## config.mk

```make
export PLATFORM = sky130hd
export DESIGN_NAME = dma_req_top
export DESIGN_NICKNAME = d
export VERILOG_FILES = /design/src/common/dma_req_pkg.sv /design/src/common/word_count_if.sv /design/src/initiator/read_fifo.sv /design/src/initiator/req_fetch_fsm.sv /design/src/initiator/word_counter.sv /design/src/verilog/dma_req_top.sv
export SDC_FILE = /design/constraint.sdc
export NUM_CORES = 1
export LEC_CHECK = 0
export BUFFER_PORTS_ARGS = -buffer_cell sky130_fd_sc_hd__buf_2
export CAP_MARGIN = 20
export CORE_ASPECT_RATIO = 1.1
export CORE_MARGIN = 2
export CORE_UTILIZATION = 58
export DETAILED_ROUTE_END_ITERATION = 12
export PLACE_DENSITY = 0.86
export SYNTH_ARGS = -nofsm -noshare
export SYNTH_HDL_FRONTEND = slang
export SYNTH_HIERARCHICAL = 1
export SYNTH_SLANG_ARGS = --single-unit
```

## constraint.sdc

```tcl
create_clock -name clk -period 6.6 [get_ports clk]
set_input_delay 0.66 -clock clk [delete_from_list [all_inputs] [get_ports clk]]
set_output_delay 0.66 -clock clk [all_outputs]
set_load 0.005 [all_outputs]
```

## src/common/dma_req_pkg.sv

```systemverilog
// Shared constants of the DMA read-request path
// Request sizes are in bytes, so word counts drop the two low bits
// Only incrementing bursts and cycle termination are used on the bus

package dma_req_pkg;

  //////////////////////////////////////////////////
  // Request size
  //////////////////////////////////////////////////

  // Width of the size field of a request in bytes
  localparam int size_width = 14;

  // Word counts and word-based sizes
  typedef logic [size_width-3:0] req_size_t;

  //////////////////////////////////////////////////
  // Bus burst codes
  //////////////////////////////////////////////////

  // Incrementing burst of unspecified length
  localparam logic [2:0] burst_incr = 3'b010;

  // Cycle termination, the current beat is the final one
  localparam logic [2:0] burst_last = 3'b111;

  //////////////////////////////////////////////////
  // Read FIFO
  //////////////////////////////////////////////////

  // One decoupling slot, one for the stream-side delay of back-pressure,
  // one for the word still in flight during burst termination
  localparam int fifo_depth = 3;

endpackage

```

## src/common/word_count_if.sv

```systemverilog
// Link between the fetch FSM and the word counter
// clear and advance act at the next clock edge
// last is combinational from the count and the request size

`timescale 1ns/100ps

interface word_count_if;
  import dma_req_pkg::*;

  // FSM to counter
  logic clear;
  logic advance;

  // Counter state and last-word flag
  req_size_t count;
  logic      last;

  // FSM side only needs the last-word flag
  modport fsm (output clear, output advance, input last);

  // Counter side owns the count
  modport counter (input clear, input advance, output count, output last);

endinterface

```

## src/initiator/read_fifo.sv

```systemverilog
// Three-entry shifting FIFO between the bus and the word stream
// Output comes straight from the head register, no input-to-output path
// fill_ok drops at two entries, leaving one slot for the word in flight
// Pop on an empty FIFO has no effect

`timescale 1ns/100ps

module read_fifo #(
  parameter int data_width = 32
) (
  input  logic                  clk,
  input  logic                  rst,
  input  logic                  push,
  input  logic [data_width-1:0] push_data,
  input  logic                  pop,
  output logic                  fill_ok,
  output logic                  valid,
  output logic [data_width-1:0] head
);
  import dma_req_pkg::*;

  // Storage, slot 0 is the head
  logic [data_width-1:0] slot [fifo_depth];

  // Word each slot takes on a shift
  logic [data_width-1:0] shift_in [fifo_depth];

  // One-hot write position, bit 0 set means empty, top bit means full
  logic [fifo_depth:0] pos;

  // Effective pop, only when a word is present
  logic do_pop;

  assign valid   = ~pos[0];
  assign head    = slot[0];
  assign do_pop  = pop & valid;

  // High-water mark
  assign fill_ok = ~|pos[fifo_depth:2];

  //////////////////////////////////////////////////
  // Position register
  //////////////////////////////////////////////////

  always_ff @(posedge clk) begin
    if (rst) begin
      pos <= {{fifo_depth{1'b0}}, 1'b1};
    end else if (push & ~do_pop) begin
      pos <= pos << 1;
    end else if (do_pop & ~push) begin
      pos <= pos >> 1;
    end
  end

  //////////////////////////////////////////////////
  // Data shifting
  //////////////////////////////////////////////////

  // Top slot keeps its word on a shift
  for (genvar i = 0; i < fifo_depth; i++) begin : g_shift
    if (i < fifo_depth - 1) begin : g_mid
      assign shift_in[i] = slot[i+1];
    end else begin : g_top
      assign shift_in[i] = slot[i];
    end
  end

  always_ff @(posedge clk) begin
    for (int i = 0; i < fifo_depth; i++) begin
      if (do_pop) begin
        // Pushed word lands in the slot freed by the pop
        if (push & pos[i+1]) begin
          slot[i] <= push_data;
        end else begin
          slot[i] <= shift_in[i];
        end
      end else if (push & pos[i]) begin
        slot[i] <= push_data;
      end
    end
  end

endmodule

```

## src/initiator/req_fetch_fsm.sv

```systemverilog
// Bus-side sequencer of the read burst
// Only local-to-remote requests are fetched; other starts are ignored
// No error, split or retry responses are handled
// hsel, hmastlock and push come straight from the state

`timescale 1ns/100ps

module req_fetch_fsm #(
  parameter int addr_width = 32
) (
  input  logic       clk,
  input  logic       rst,
  input  logic       req_start,
  input  logic       req_is_l2r,
  input  logic       hready,
  input  logic       fill_ok,
  output logic       hsel,
  output logic       hmastlock,
  output logic [2:0] hburst,
  output logic       push,
  word_count_if.fsm  cnt
);
  import dma_req_pkg::*;

  //////////////////////////////////////////////////
  // State encoding
  //////////////////////////////////////////////////

  localparam logic [1:0] st_idle = 2'd0;
  localparam logic [1:0] st_data = 2'd1;
  localparam logic [1:0] st_wait = 2'd2;

  logic [1:0] state;
  logic [1:0] state_nxt;

  // Byte offset of the largest request must fit in the address
  if (addr_width < size_width) begin : g_addr_check
    $error("addr_width is narrower than the request byte offset");
  end

  //////////////////////////////////////////////////
  // Outputs
  //////////////////////////////////////////////////

  // Select and lock together, no wait states are inserted by the master
  assign hsel      = (state == st_data);
  assign hmastlock = hsel;

  // A completing beat goes to the FIFO and moves the count on
  assign push        = hsel & hready;
  assign cnt.advance = push;

  // Count restarts from zero for every request
  assign cnt.clear = (state == st_idle);

  // Terminate the burst on the last word or when the FIFO
  // cannot take the word after this one
  assign hburst = (hsel & (~fill_ok | cnt.last)) ? burst_last : burst_incr;

  //////////////////////////////////////////////////
  // Next state
  //////////////////////////////////////////////////

  always_comb begin
    state_nxt = state;
    case (state)
      st_idle: begin
        // FIFO is always empty here, go straight to the bus
        if (req_start & req_is_l2r) begin
          state_nxt = st_data;
        end
      end
      st_data: begin
        // Stay in data until the slave completes the beat
        if (hready) begin
          if (cnt.last) begin
            state_nxt = st_idle;
          end else if (~fill_ok) begin
            state_nxt = st_wait;
          end
        end
      end
      st_wait: begin
        // Restart the burst once the FIFO drains below high water
        if (fill_ok) begin
          state_nxt = st_data;
        end
      end
      default: begin
        state_nxt = st_idle;
      end
    endcase
  end

  always_ff @(posedge clk) begin
    if (rst) begin
      state <= st_idle;
    end else begin
      state <= state_nxt;
    end
  end

endmodule

```

## src/initiator/word_counter.sv

```systemverilog
// Word counter and address generator of the read burst
// req_size and req_laddr must stay stable for the whole request
// A size of zero is not supported

`timescale 1ns/100ps

module word_counter #(
  parameter int addr_width = 32
) (
  input  logic                    clk,
  input  logic                    rst,
  input  dma_req_pkg::req_size_t  req_size,
  input  logic [addr_width-1:0]   req_laddr,
  output logic [addr_width-1:0]   haddr,
  word_count_if.counter           cnt
);
  import dma_req_pkg::*;

  // Index of the final word of the request
  req_size_t size_m1;

  // Byte offset of the current word from the base
  logic [addr_width-1:0] byte_offset;

  assign size_m1 = req_size - 1'b1;

  // Flag the last word of the run
  assign cnt.last = (cnt.count == size_m1);

  // Count is in words, the bus wants bytes
  assign byte_offset = addr_width'({cnt.count, 2'b00});
  assign haddr       = req_laddr + byte_offset;

  //////////////////////////////////////////////////
  // Count register
  //////////////////////////////////////////////////

  always_ff @(posedge clk) begin
    if (rst) begin
      cnt.count <= '0;
    end else if (cnt.clear) begin
      cnt.count <= '0;
    end else if (cnt.advance) begin
      cnt.count <= cnt.count + 1'b1;
    end
  end

endmodule

```

## src/verilog/dma_req_top.sv

```systemverilog
// Read-request side of the DMA initiator
// Constant bus outputs (hwdata, hwrite, hprot, htrans) are tied off outside
// req_laddr and req_size must hold until the last word has been streamed

`timescale 1ns/100ps

module dma_req_top #(
  parameter int addr_width = 32,
  parameter int data_width = 32
) (
  input  logic                   clk,
  input  logic                   rst,

  // Bus read master
  output logic                   hsel,
  output logic [addr_width-1:0]  haddr,
  output logic [2:0]             hburst,
  output logic                   hmastlock,
  input  logic [data_width-1:0]  hrdata,
  input  logic                   hready,

  // Request and word stream
  input  logic                   req_start,
  input  logic                   req_is_l2r,
  input  dma_req_pkg::req_size_t req_size,
  input  logic [addr_width-1:0]  req_laddr,
  output logic                   req_data_valid,
  output logic [data_width-1:0]  req_data,
  input  logic                   req_data_ready
);

  //////////////////////////////////////////////////
  // Internal links
  //////////////////////////////////////////////////

  // FSM to counter
  word_count_if cnt ();

  // FSM to FIFO
  logic push;
  logic fill_ok;

  //////////////////////////////////////////////////
  // Blocks
  //////////////////////////////////////////////////

  req_fetch_fsm #(.addr_width(addr_width)) u_fsm (
    .clk        (clk),
    .rst        (rst),
    .req_start  (req_start),
    .req_is_l2r (req_is_l2r),
    .hready     (hready),
    .fill_ok    (fill_ok),
    .hsel       (hsel),
    .hmastlock  (hmastlock),
    .hburst     (hburst),
    .push       (push),
    .cnt        (cnt.fsm)
  );

  word_counter #(.addr_width(addr_width)) u_counter (
    .clk       (clk),
    .rst       (rst),
    .req_size  (req_size),
    .req_laddr (req_laddr),
    .haddr     (haddr),
    .cnt       (cnt.counter)
  );

  // Read data goes straight into the FIFO, the sink ready is the pop
  read_fifo #(.data_width(data_width)) u_fifo (
    .clk       (clk),
    .rst       (rst),
    .push      (push),
    .push_data (hrdata),
    .pop       (req_data_ready),
    .fill_ok   (fill_ok),
    .valid     (req_data_valid),
    .head      (req_data)
  );

endmodule
```

==> results of run 1 <==
-- flip-flops by register name, summed over array words and instances (netlist names) --
signal and count:
u_fsm/state 2, u_fifo/slot 96, u_fifo/pos 4, u_counter/cnt.count 12
-- final cells by class --
cell class | instances | area, um2 | share of cell area, %
multi-input combinational | 317 | 2521 | 34.27
clock inverter | 15 | 197.7 | 2.687
timing repair buffer | 149 | 785.8 | 10.68
sequential | 114 | 3243 | 44.08
tap | 120 | 150.1 | 2.041
inverter | 12 | 45.04 | 0.6122
clock buffer | 17 | 414.1 | 5.629
-- routing by layer --
layer	global-route usage [%]	vias to the layer above	wire length, um
li1	-	2013	-
met1	27.22	2030	5096
met2	42.28	135	6742
met3	6.053	15	618
met4	7.339	2	119
met5	0	-	7
-- synthesized netlist by cell type, drive strengths merged (2+ instances only) --
cell type | count | area share, %
and3 | 11 | 1.2
nor4 | 3 | 0.53
a21o | 3 | 0.38
and2 | 2 | 0.21
buf | 13 | 2.0
nand3b | 2 | 0.25
a21oi | 17 | 1.4
nor3 | 10 | 1.0
a31oi | 2 | 0.21
or2 | 2 | 0.21
nor2 | 26 | 1.8
nand2 | 33 | 2.3
nand4 | 6 | 0.63
xnor2 | 37 | 5.5
nand2b | 4 | 0.42
xor2 | 18 | 2.7
or4 | 2 | 0.32
a211oi | 6 | 0.84
dfxtp | 18 | 6.1
nand3 | 13 | 1.1
mux2 | 65 | 13
inv | 12 | 0.76
mux2i | 2 | 0.34
edfxtp | 96 | 49
o31ai | 2 | 0.49
o21ai | 11 | 0.93
ha | 15 | 3.2
nor2b | 5 | 0.65
or3 | 2 | 0.23
clkbuf | 7 | 0.44
-- cell families after synthesis --
family | Yosys count | share of synthesized area (%)
AOI/OAI and AO/OA | 52 | 5.928
xor gates and xnor gates | 55 | 8.122
adders and majority gates | 16 | 3.502
buffers and inverters | 32 | 3.185
DFF | 114 | 54.68
muxes | 67 | 12.93
other | 1 | 0.06323
and+or+nand+nor | 126 | 11.58
-- through the flow --
| step | cells | area (um2) | setup slack, ps | hold slack (ps) |
|---|---|---|---|---|
| floorplan | 463 | 5931 | 2776 | 449.9 |
| global placement | 710 | 6698 | 3121 | 481.8 |
| detailed placement | 710 | 6698 | 3054 | 485.5 |
| CTS | 742 | 7310 | 2894 | 325.7 |
| global route | 744 | 7357 | 2610 | 328.7 |
| finish | 744 | 7357 | 2909 | 347.6 |
-- path summary, 6_finish.rpt --
check | end | slack (ps) | cells after the start
setup / recovery | haddr[24] | 2910 | 10
hold reg to reg | u_fifo/pos[3] | 500 | 2
setup reg to reg | u_fifo/slot[1][0] | 4160 | 5
hold / removal | u_fifo/slot[2][14] | 350 | 1
-- critical path, cell delays in order (launching register included) --
cell and delay, ps:
dfxtp_1 440, ha_1 210, inv_1 50, fa_1 400
nor2b_1 190, o2111ai_1 130, nand3b_1 230, a311o_1 410
nand4_1 170, xnor2_1 160, buf_2 130
-- power by group --
group / switching, mW / total (mW) / leakage, nW / internal (mW)
sequential: 0.00778 / 0.822 / 1.02 / 0.814
combinational: 0.0919 / 0.180 / 1.59 / 0.0879
clock: 0.343 / 0.928 / 0.293 / 0.585
total: 0.442 / 1.93 / 2.90 / 1.49
==> metrics.md, run 1 <==
| Metric | Value |
|---|---|
| Post-layout util | `74.39%` |
| Antenna-violating nets left | `0` |
| Setup crit start kind | `flip-flop` |
| Most common cell after layout, fill and taps aside | `buf_2` |
| Least-Margin Pin Slew | `740.1 ps` |
| Core area | `9889 um2` |
| Grt ovf | `0` |
| Register area share after synthesis | `54.68%` |
| Die Height | `110.1 um` |
| DR vias | `4195` |
| Endpoints failing setup | `0` |
| Worst slew margin | `50.21%` |
| Critical path arrival | `3030 ps` |
| Routed Wire Length | `12580 um` |
| Final clock skew | `17.07 ps` |
| Final Hold Viols | `0` |
| Synth warnings | `6` |
| Clk Latency, worst-skew pair | `510 ps` |
| Period utilization | `55.93%` |
| Worst r2r src | `u_fsm/state[0]` |
| N_diodes | `0` |
| Synth-to-layout area growth | `24.05%` |
| Status | `finished, final reports clean` |
| Most used DFF post-synth | `edfxtp_1` |
| First-pass GRT wire length | `19860 um` |
| WP data required | `5940 ps` |
| CTS root buffer | `clkbuf_8` |
| CTS resizes | `0` |
| DP Wirelength | `8774 um` |
| Count of state elements after synthesis | `114` |
| Fin nets | `709` |
| H-Tree Level Count | `4` |
| Final Max Slew Viols | `0` |
| Gr usage total | `23.35%` |
| Wire per inst | `16.91 um` |
| Worst VDD drop | `216.5 uV` |
| Total power | `1.930 mW` |
| Initial antenna violation count | `1` |
| Worst min path class | `in2reg` |
| Filler cells | `653` |
| Count of cell types in the netlist | `61` |
| Post-synth EDFFs | `96` |
| CTS clock-pin slew for the worst setup and hold paths | `60 ps` |
| Commonest non-fill, non-tap cells in the layout | `buf_2 (146), edfxtp_1 (96), mux2_2 (61)` |
| Power density over the cells | `262.3 nW/um2` |
| Vias in the first global route | `4234` |
| Avg Vias per Cell | `5.638` |
| Port Buffer Count | `146` |
| Ports | `152` |
| Die Footprint | `11050 um2` |
| Layout cells sized above 1 | `42.31%` |
| Fin crit period | `3691 ps` |
| CTS tree | `built` |
| Pre-antenna DRT Iters | `4` |
| Mapped Cells | `463` |
| Setup_tns | `0 ps` |
| # rows | `38` |
| Ys async rst share | `0%` |
| Max cap viols | `0` |
| Post-Syn Area | `5931 um2` |
| Initial DRC count | `296` |
| Critical Path Sink Type | `output port` |
| RSZ-0062 raised after global routing | `no` |
| Number of sinks on the clock net | `114` |
| Crit path launch | `u_counter/cnt.count[0]` |
| Largest net degree at the start of global routing | `33` |
| Hold path start | `hrdata[14]` |
| Fmax | `270.9 MHz` |
| Leakage power figure | `2.899 nW` |
| Die width | `100.4 um` |
| CP max FO | `8` |
| CTS Buffer Depth | `2` |
| Gpl congestion | `1.001` |
| Starting Density | `59.97%` |
| Setup Buffers After CTS | `0` |
| Residual DRC | `0` |
| Net count after synthesis | `561` |
| Hold-fix buffers, CTS | `0` |
| Synthesized area per cell | `12.81 um2` |
| Num CTS Buffers | `17` |
| Setup Crit Path Kind | `reg2out` |
No activity file was read; power rests on OpenSTA's default activity.
==> run 2: changes to the inputs <==
- CORE_UTILIZATION: 58 -> 53
- PLACE_DENSITY: 0.86 -> 0.8
- clock period: 6.6 -> 3.7 ns (I/O delays scaled with it)
==> metrics.md, run 2 (same netlist as run 1, synthesis figures left out) <==
| Metric | Value |
|---|---|
| Least-Margin Pin Slew | `513.8 ps (-226.3 ps)` |
| Worst path cell trace | `ha_1, inv_1, fa_1, nor2b_1, o2111ai_1, nand3b_1, a311o_1, nand4_1, xnor2_1, buf_2` |
| Biggest regs | `u_fifo/slot (96), u_counter/cnt.count (12), u_fifo/pos (4)` |
| Wire per inst | `15.97 um (-5.6%)` |
| Critical path arrival | `2880 ps (-150 ps)` |
| Leakage power figure | `2.898 nW (about the same)` |
| RSZ-0062 raised after global routing | `no` |
| Slowest-stage cell, CP | `dfxtp_1` |
| Setup Buffers After CTS | `0 (unchanged)` |
| Critical Path Sink Type | `output port` |
| Initial DRC count | `200 (-32%)` |
| Fmax | `307.7 MHz` |
| Setup crit start kind | `flip-flop` |
| Biggest register | `u_fifo/slot` |
| DP Wirelength | `8579 um (-2.2%)` |
| Status | `finished, final reports clean` |
| Hold-fix buffers, CTS | `0 (unchanged)` |
| Gpl congestion | `0.8656 (-14%)` |
| Power density over the cells | `462.6 nW/um2 (+76%)` |
| N_diodes | `0 (unchanged)` |
| Worst VDD drop | `327.2 uV (+51%)` |
| CTS resizes | `0 (unchanged)` |
| Port Buffer Count | `146 (unchanged)` |
| # rows | `40 (+5.3%)` |
| Number of buffers and inverters on the critical path | `2 (unchanged)` |
| First-pass GRT wire length | `19710 um (-0.73%)` |
| Setup_tns | `0 ps (unchanged)` |
| Grt ovf | `0 (unchanged)` |
| CTS root buffer | `clkbuf_16` |
| Fin nets | `710 (+0.14%)` |
| Die Footprint | `12050 um2 (+9.1%)` |
| Most common cell after layout, fill and taps aside | `buf_2` |
| Die width | `104.9 um (+4.4%)` |
| CP peak stage delay | `420 ps (-20 ps)` |
| Residual DRC | `0 (unchanged)` |
| Synth-to-layout area growth | `23.99% (about the same)` |
| Pre-antenna DRT Iters | `4 (unchanged)` |
| Initial antenna violation count | `0 (-1)` |
| CTS Buffer Depth | `2 (unchanged)` |
| H-Tree Level Count | `4 (unchanged)` |
| Die Height | `114.9 um (+4.4%)` |
| Final clock skew | `8.761 ps (-8.308 ps)` |
| Routed Wire Length | `12330 um (-2.0%)` |
| Setup Crit Path Kind | `reg2out` |
| Number of sinks on the clock net | `114 (unchanged)` |
| Vias in the first global route | `4152 (-1.9%)` |
| Layout cells sized above 1 | `42.40% (+0.092 points)` |
| WP data required | `3330 ps (-2610 ps)` |
| CTS clock-pin slew for the worst setup and hold paths | `60 ps (about the same)` |
| Cell family with the largest share of critical-path delay | `adder cells` |
| Starting Density | `54.36% (-5.6 points)` |
| Final Hold Slack | `169.1 ps (-178.4 ps)` |
| Max cap viols | `0 (unchanged)` |
| Commonest non-fill, non-tap cells in the layout | `buf_2 (146), edfxtp_1 (96), mux2_2 (61)` |
| CTS tree | `built` |
| Ports | `152 (unchanged)` |
| Worst slew margin | `65.67% (+15 points)` |
| CP max FO | `8 (unchanged)` |
| Cells after DPL | `740 (+4.2%)` |
| Period utilization | `87.84%` |
| Endpoints failing setup | `0 (unchanged)` |
| Core area | `10910 um2 (+10%)` |
| Post-Layout Cell Count | `772 (+3.8%)` |
| Fin crit period | `3250 ps` |
| Gr usage total | `20.89% (-2.5 points)` |
| Avg Vias per Cell | `5.382 (-4.5%)` |
| R2r setup slk | `1420 ps (-2740 ps)` |
| Largest register FFs | `96 (unchanged)` |
| Largest net degree at the start of global routing | `33 (unchanged)` |
| Clk Latency, worst-skew pair | `400 ps (-110 ps)` |
| Final Max Slew Viols | `0 (unchanged)` |
| Num CTS Buffers | `17 (unchanged)` |
| DR vias | `4155 (-0.95%)` |
| Worst min path class | `in2reg` |
| Final Hold Viols | `0 (unchanged)` |
| Antenna-violating nets left | `0 (unchanged)` |
[run 2: layer usage]
metal,wire length (um),track usage (%)
met4,170,7.556
met2,6385,36.67
met3,630,6.406
met1,5141,24.37
met5,0,0
[run 2: worst paths after layout]
path / startpoint / endpoint / cells after the start
worst max-delay path: u_counter/cnt.count[0] / haddr[24] / 10
worst min-delay path: hrdata[16] / u_fifo/slot[2][16] / 1
worst min register to register: u_fifo/pos[3] / u_fifo/pos[3] / 2
worst max register to register: u_fsm/state[0] / u_fifo/slot[1][1] / 5
[run 2: final cells by class]
| class | instances | area [um2] |
|---|---|---|
| Fill cell | 864 | 3557 |
| Sequential cell | 114 | 3243 |
| Multi-Input combinational cell | 317 | 2521 |
| Timing Repair Buffer | 150 | 760.7 |
| Clock buffer | 17 | 425.4 |
| Tap cell | 147 | 183.9 |
| Clock inverter | 15 | 173.9 |
| Inverter | 12 | 45.04 |
[run 2: per-stage QoR]
| step | instance area (um2) | power [mW] | setup WS, ps | util (%) |
|---|---|---|---|---|
| after floorplan | 5931 | 1.674 | 638.2 | - |
| after global placement | 6754 | 1.796 | 788.8 | 61.90 |
| after detailed placement | 6754 | 1.807 | 724.2 | 61.90 |
| after CTS | 7353 | 3.435 | 436.2 | 67.40 |
| after global routing | 7353 | 3.526 | 247.4 | 67.40 |
| final | 7353 | 3.402 | 450.1 | 67.40 |
[run 2: worst reg2reg max path, cell delays in order, from the launching register on]
cell,delay (ps)
dfxtp_1,370
nor2b_1,240
and2_1,400
nand2_1,180
nand2_4,410
mux2_2,420
[run 2: power breakdown]
part	internal (mW)	switching, mW	total (mW)	leakage, nW
logic	0.153	0.164	0.317	1.58
clock network	1.01	0.611	1.62	0.296
registers	1.45	0.0123	1.46	1.02
==> run 3: changes to the inputs <==
- RECOVER_POWER: not set -> 100
==> metrics.md, run 3 (same netlist as run 1, synthesis figures left out) <==
| Metric | Value |
|---|---|
| Ports | `152 (unchanged)` |
| Leakage power figure | `2.684 nW (-7.4%)` |
| Hold depth | `1 (unchanged)` |
| Filler cells | `903 (+4.5%)` |
| Worst path cell trace | `ha_1, inv_1, fa_1, nor2b_1, o2111ai_1, nand3b_1, a311o_1, nand4_1, xnor2_1, clkbuf_2` |
| Die Height | `114.9 um (unchanged)` |
| CTS root buffer | `clkbuf_16` |
| Biggest regs | `u_fifo/slot (96), u_counter/cnt.count (12), u_fifo/pos (4)` |
| Least-Margin Pin Slew | `1505 ps (+991.4 ps)` |
| Vias in the first global route | `4152 (unchanged)` |
| CTS tree | `built` |
| N_diodes | `0 (unchanged)` |
| Final clock skew | `8.564 ps (-0.1973 ps)` |
| Fin crit period | `3270 ps (+19.65 ps)` |
| Clk Latency, worst-skew pair | `400 ps (about the same)` |
| Setup crit start kind | `flip-flop` |
| Hold path start | `hrdata[16]` |
| Slowest-stage cell, CP | `a311o_1` |
| Power density over the cells | `469.3 nW/um2 (+1.5%)` |
| Largest net degree at the start of global routing | `33 (unchanged)` |
| Gr usage total | `20.89% (unchanged)` |
| Hold endpoint | `u_fifo/slot[2][16]` |
| CP max FO | `8 (unchanged)` |
| Residual DRC | `0 (unchanged)` |
| Cells after DPL | `740 (unchanged)` |
| Wire per inst | `15.94 um (-0.21%)` |
| Grt ovf | `0 (unchanged)` |
| WP data required | `3330 ps (about the same)` |
| Num CTS Buffers | `17 (unchanged)` |
| Max cap viols | `1 (+1)` |
| Period utilization | `88.37% (+0.53 points)` |
| FF-to-FF path depth | `5 (unchanged)` |
| Largest register FFs | `96 (unchanged)` |
| Avg Vias per Cell | `5.403 (+0.39%)` |
| Fmax | `305.9 MHz (-0.60%)` |
| Worst R2R End | `u_fifo/slot[1][1]` |
| Fin nets | `710 (unchanged)` |
| Violated checks | `capacitance limit, slew limit` |
| Port Buffer Count | `146 (unchanged)` |
| Die width | `104.9 um (unchanged)` |
| Final Max Slew Viols | `33 (+33)` |
| R2r setup slk | `570 ps (-850 ps)` |
| Initial antenna violation count | `0 (unchanged)` |
| CTS Buffer Depth | `2 (unchanged)` |
| Worst r2r src | `u_fsm/state[0]` |
| Synth-to-layout area growth | `21.69%` |
| Starting Density | `54.36% (unchanged)` |
| First-pass GRT wire length | `19710 um (unchanged)` |
| Total power | `3.387 mW (-0.43%)` |
| Biggest register | `u_fifo/slot` |
| Layout cells sized above 1 | `30.08% (-12 points)` |
| Core area | `10910 um2 (unchanged)` |
| Critical path arrival | `2900 ps (+20 ps)` |
| # rows | `40 (unchanged)` |
| Number of sinks on the clock net | `114 (unchanged)` |
| Worst slew margin | `-0.5868% (-66 points)` |
| Setup_tns | `0 ps (unchanged)` |
| Antenna-violating nets left | `0 (unchanged)` |
| DR vias | `4171 (+0.39%)` |
| RSZ-0062 raised after global routing | `no` |
| Worst min path class | `in2reg` |
| DP Wirelength | `8579 um (unchanged)` |
| Routed Wire Length | `12300 um (-0.21%)` |
| Critical Path Sink Type | `output port` |
| Hold-fix buffers, CTS | `0 (unchanged)` |
| Endpoints failing setup | `0 (unchanged)` |
| Initial DRC count | `183 (-8.5%)` |
| Status | `finished, violations left` |
| Worst VDD drop | `325.7 uV (-0.44%)` |
| Commonest non-fill, non-tap cells in the layout | `edfxtp_1 (96), buf_2 (69), clkbuf_1 (67)` |
| CP peak stage delay | `430 ps (about the same)` |
| CTS clock-pin slew for the worst setup and hold paths | `60 ps (about the same)` |
| CTS resizes | `0 (unchanged)` |
| H-Tree Level Count | `4 (unchanged)` |
| Pre-antenna DRT Iters | `5 (+1)` |
| Die Footprint | `12050 um2 (unchanged)` |
| Final Hold Viols | `0 (unchanged)` |
| Most common cell after layout, fill and taps aside | `edfxtp_1` |
| Gpl congestion | `0.8656 (unchanged)` |
| Post-Layout Cell Count | `772 (unchanged)` |
| Setup Crit Path Kind | `reg2out` |
| Setup Buffers After CTS | `0 (unchanged)` |
| Crit path launch | `u_counter/cnt.count[0]` |
==> run 3: cell types whose count changed in the layout (fill, tap and decap cells not counted), moves of 3 or more <==
cell      delta
buf_2       -77
mux2_4       -3
clkbuf_2    +12
clkbuf_1    +67
mux2_1       +4
buf_4        -3
==> run 3: report_power, final <==
group / switching [mW] / total, mW / internal, mW / leakage [nW]
sequential: 0.0126 / 1.47 / 1.45 / 1.02
combinational: 0.163 / 0.303 / 0.140 / 1.37
clock: 0.609 / 1.62 / 1.01 / 0.296
==> run 3: final cells by class <==
type	count	area (um2)	area share (%)
inverter	12	45.04	0.6241
timing repair buffer	150	668.1	9.258
tap	147	183.9	2.549
clock buffer	17	425.4	5.895
sequential	114	3243	44.94
clock inverter	15	173.9	2.410
multi-input combinational	317	2477	34.33
==> run 3: per-layer routing <==
layer	vias to the layer above	part of all wire (%)	GRT usage, %
met1	2017	41	24.37
met2	130	52	36.67
met5	-	0	0
met4	0	1.5	7.556
li1	2007	-	-
met3	17	5.7	6.406
==> run 3: how the worst max path moves through the flow <==
stage / end
2_1_floorplan: u_fifo/slot[2][0]
3_3_place_gp: hburst[2]
3_5_place_dp: hburst[0]
4_1_cts: haddr[26]
5_1_grt: haddr[24]
6_report: haddr[24]
==> run 3: per-stage QoR <==
step                hold WS, ps  setup WS [ps]  area, um2  util (%)
global placement          486.1          788.8       6754     61.90
floorplan                 434.6          638.2       5931         -
finish                    192.3          430.4       7217     66.15
CTS                       149.1          436.2       7353     67.40
detailed placement        502.1          724.2       6754     61.90
global route              193.6          240.0       7217     66.15
==> run 3: critical path, delay by kind of cell (launching register included) <==
kind / cells / cell delay [ps]
AO/OA/AOI/OAI: 2 / 570
flip-flops: 1 / 420
adder cells (fa/ha/maj): 2 / 600
XOR/XNOR: 1 / 170
AND/OR/NAND/NOR: 3 / 550
buffers and inverters: 2 / 180
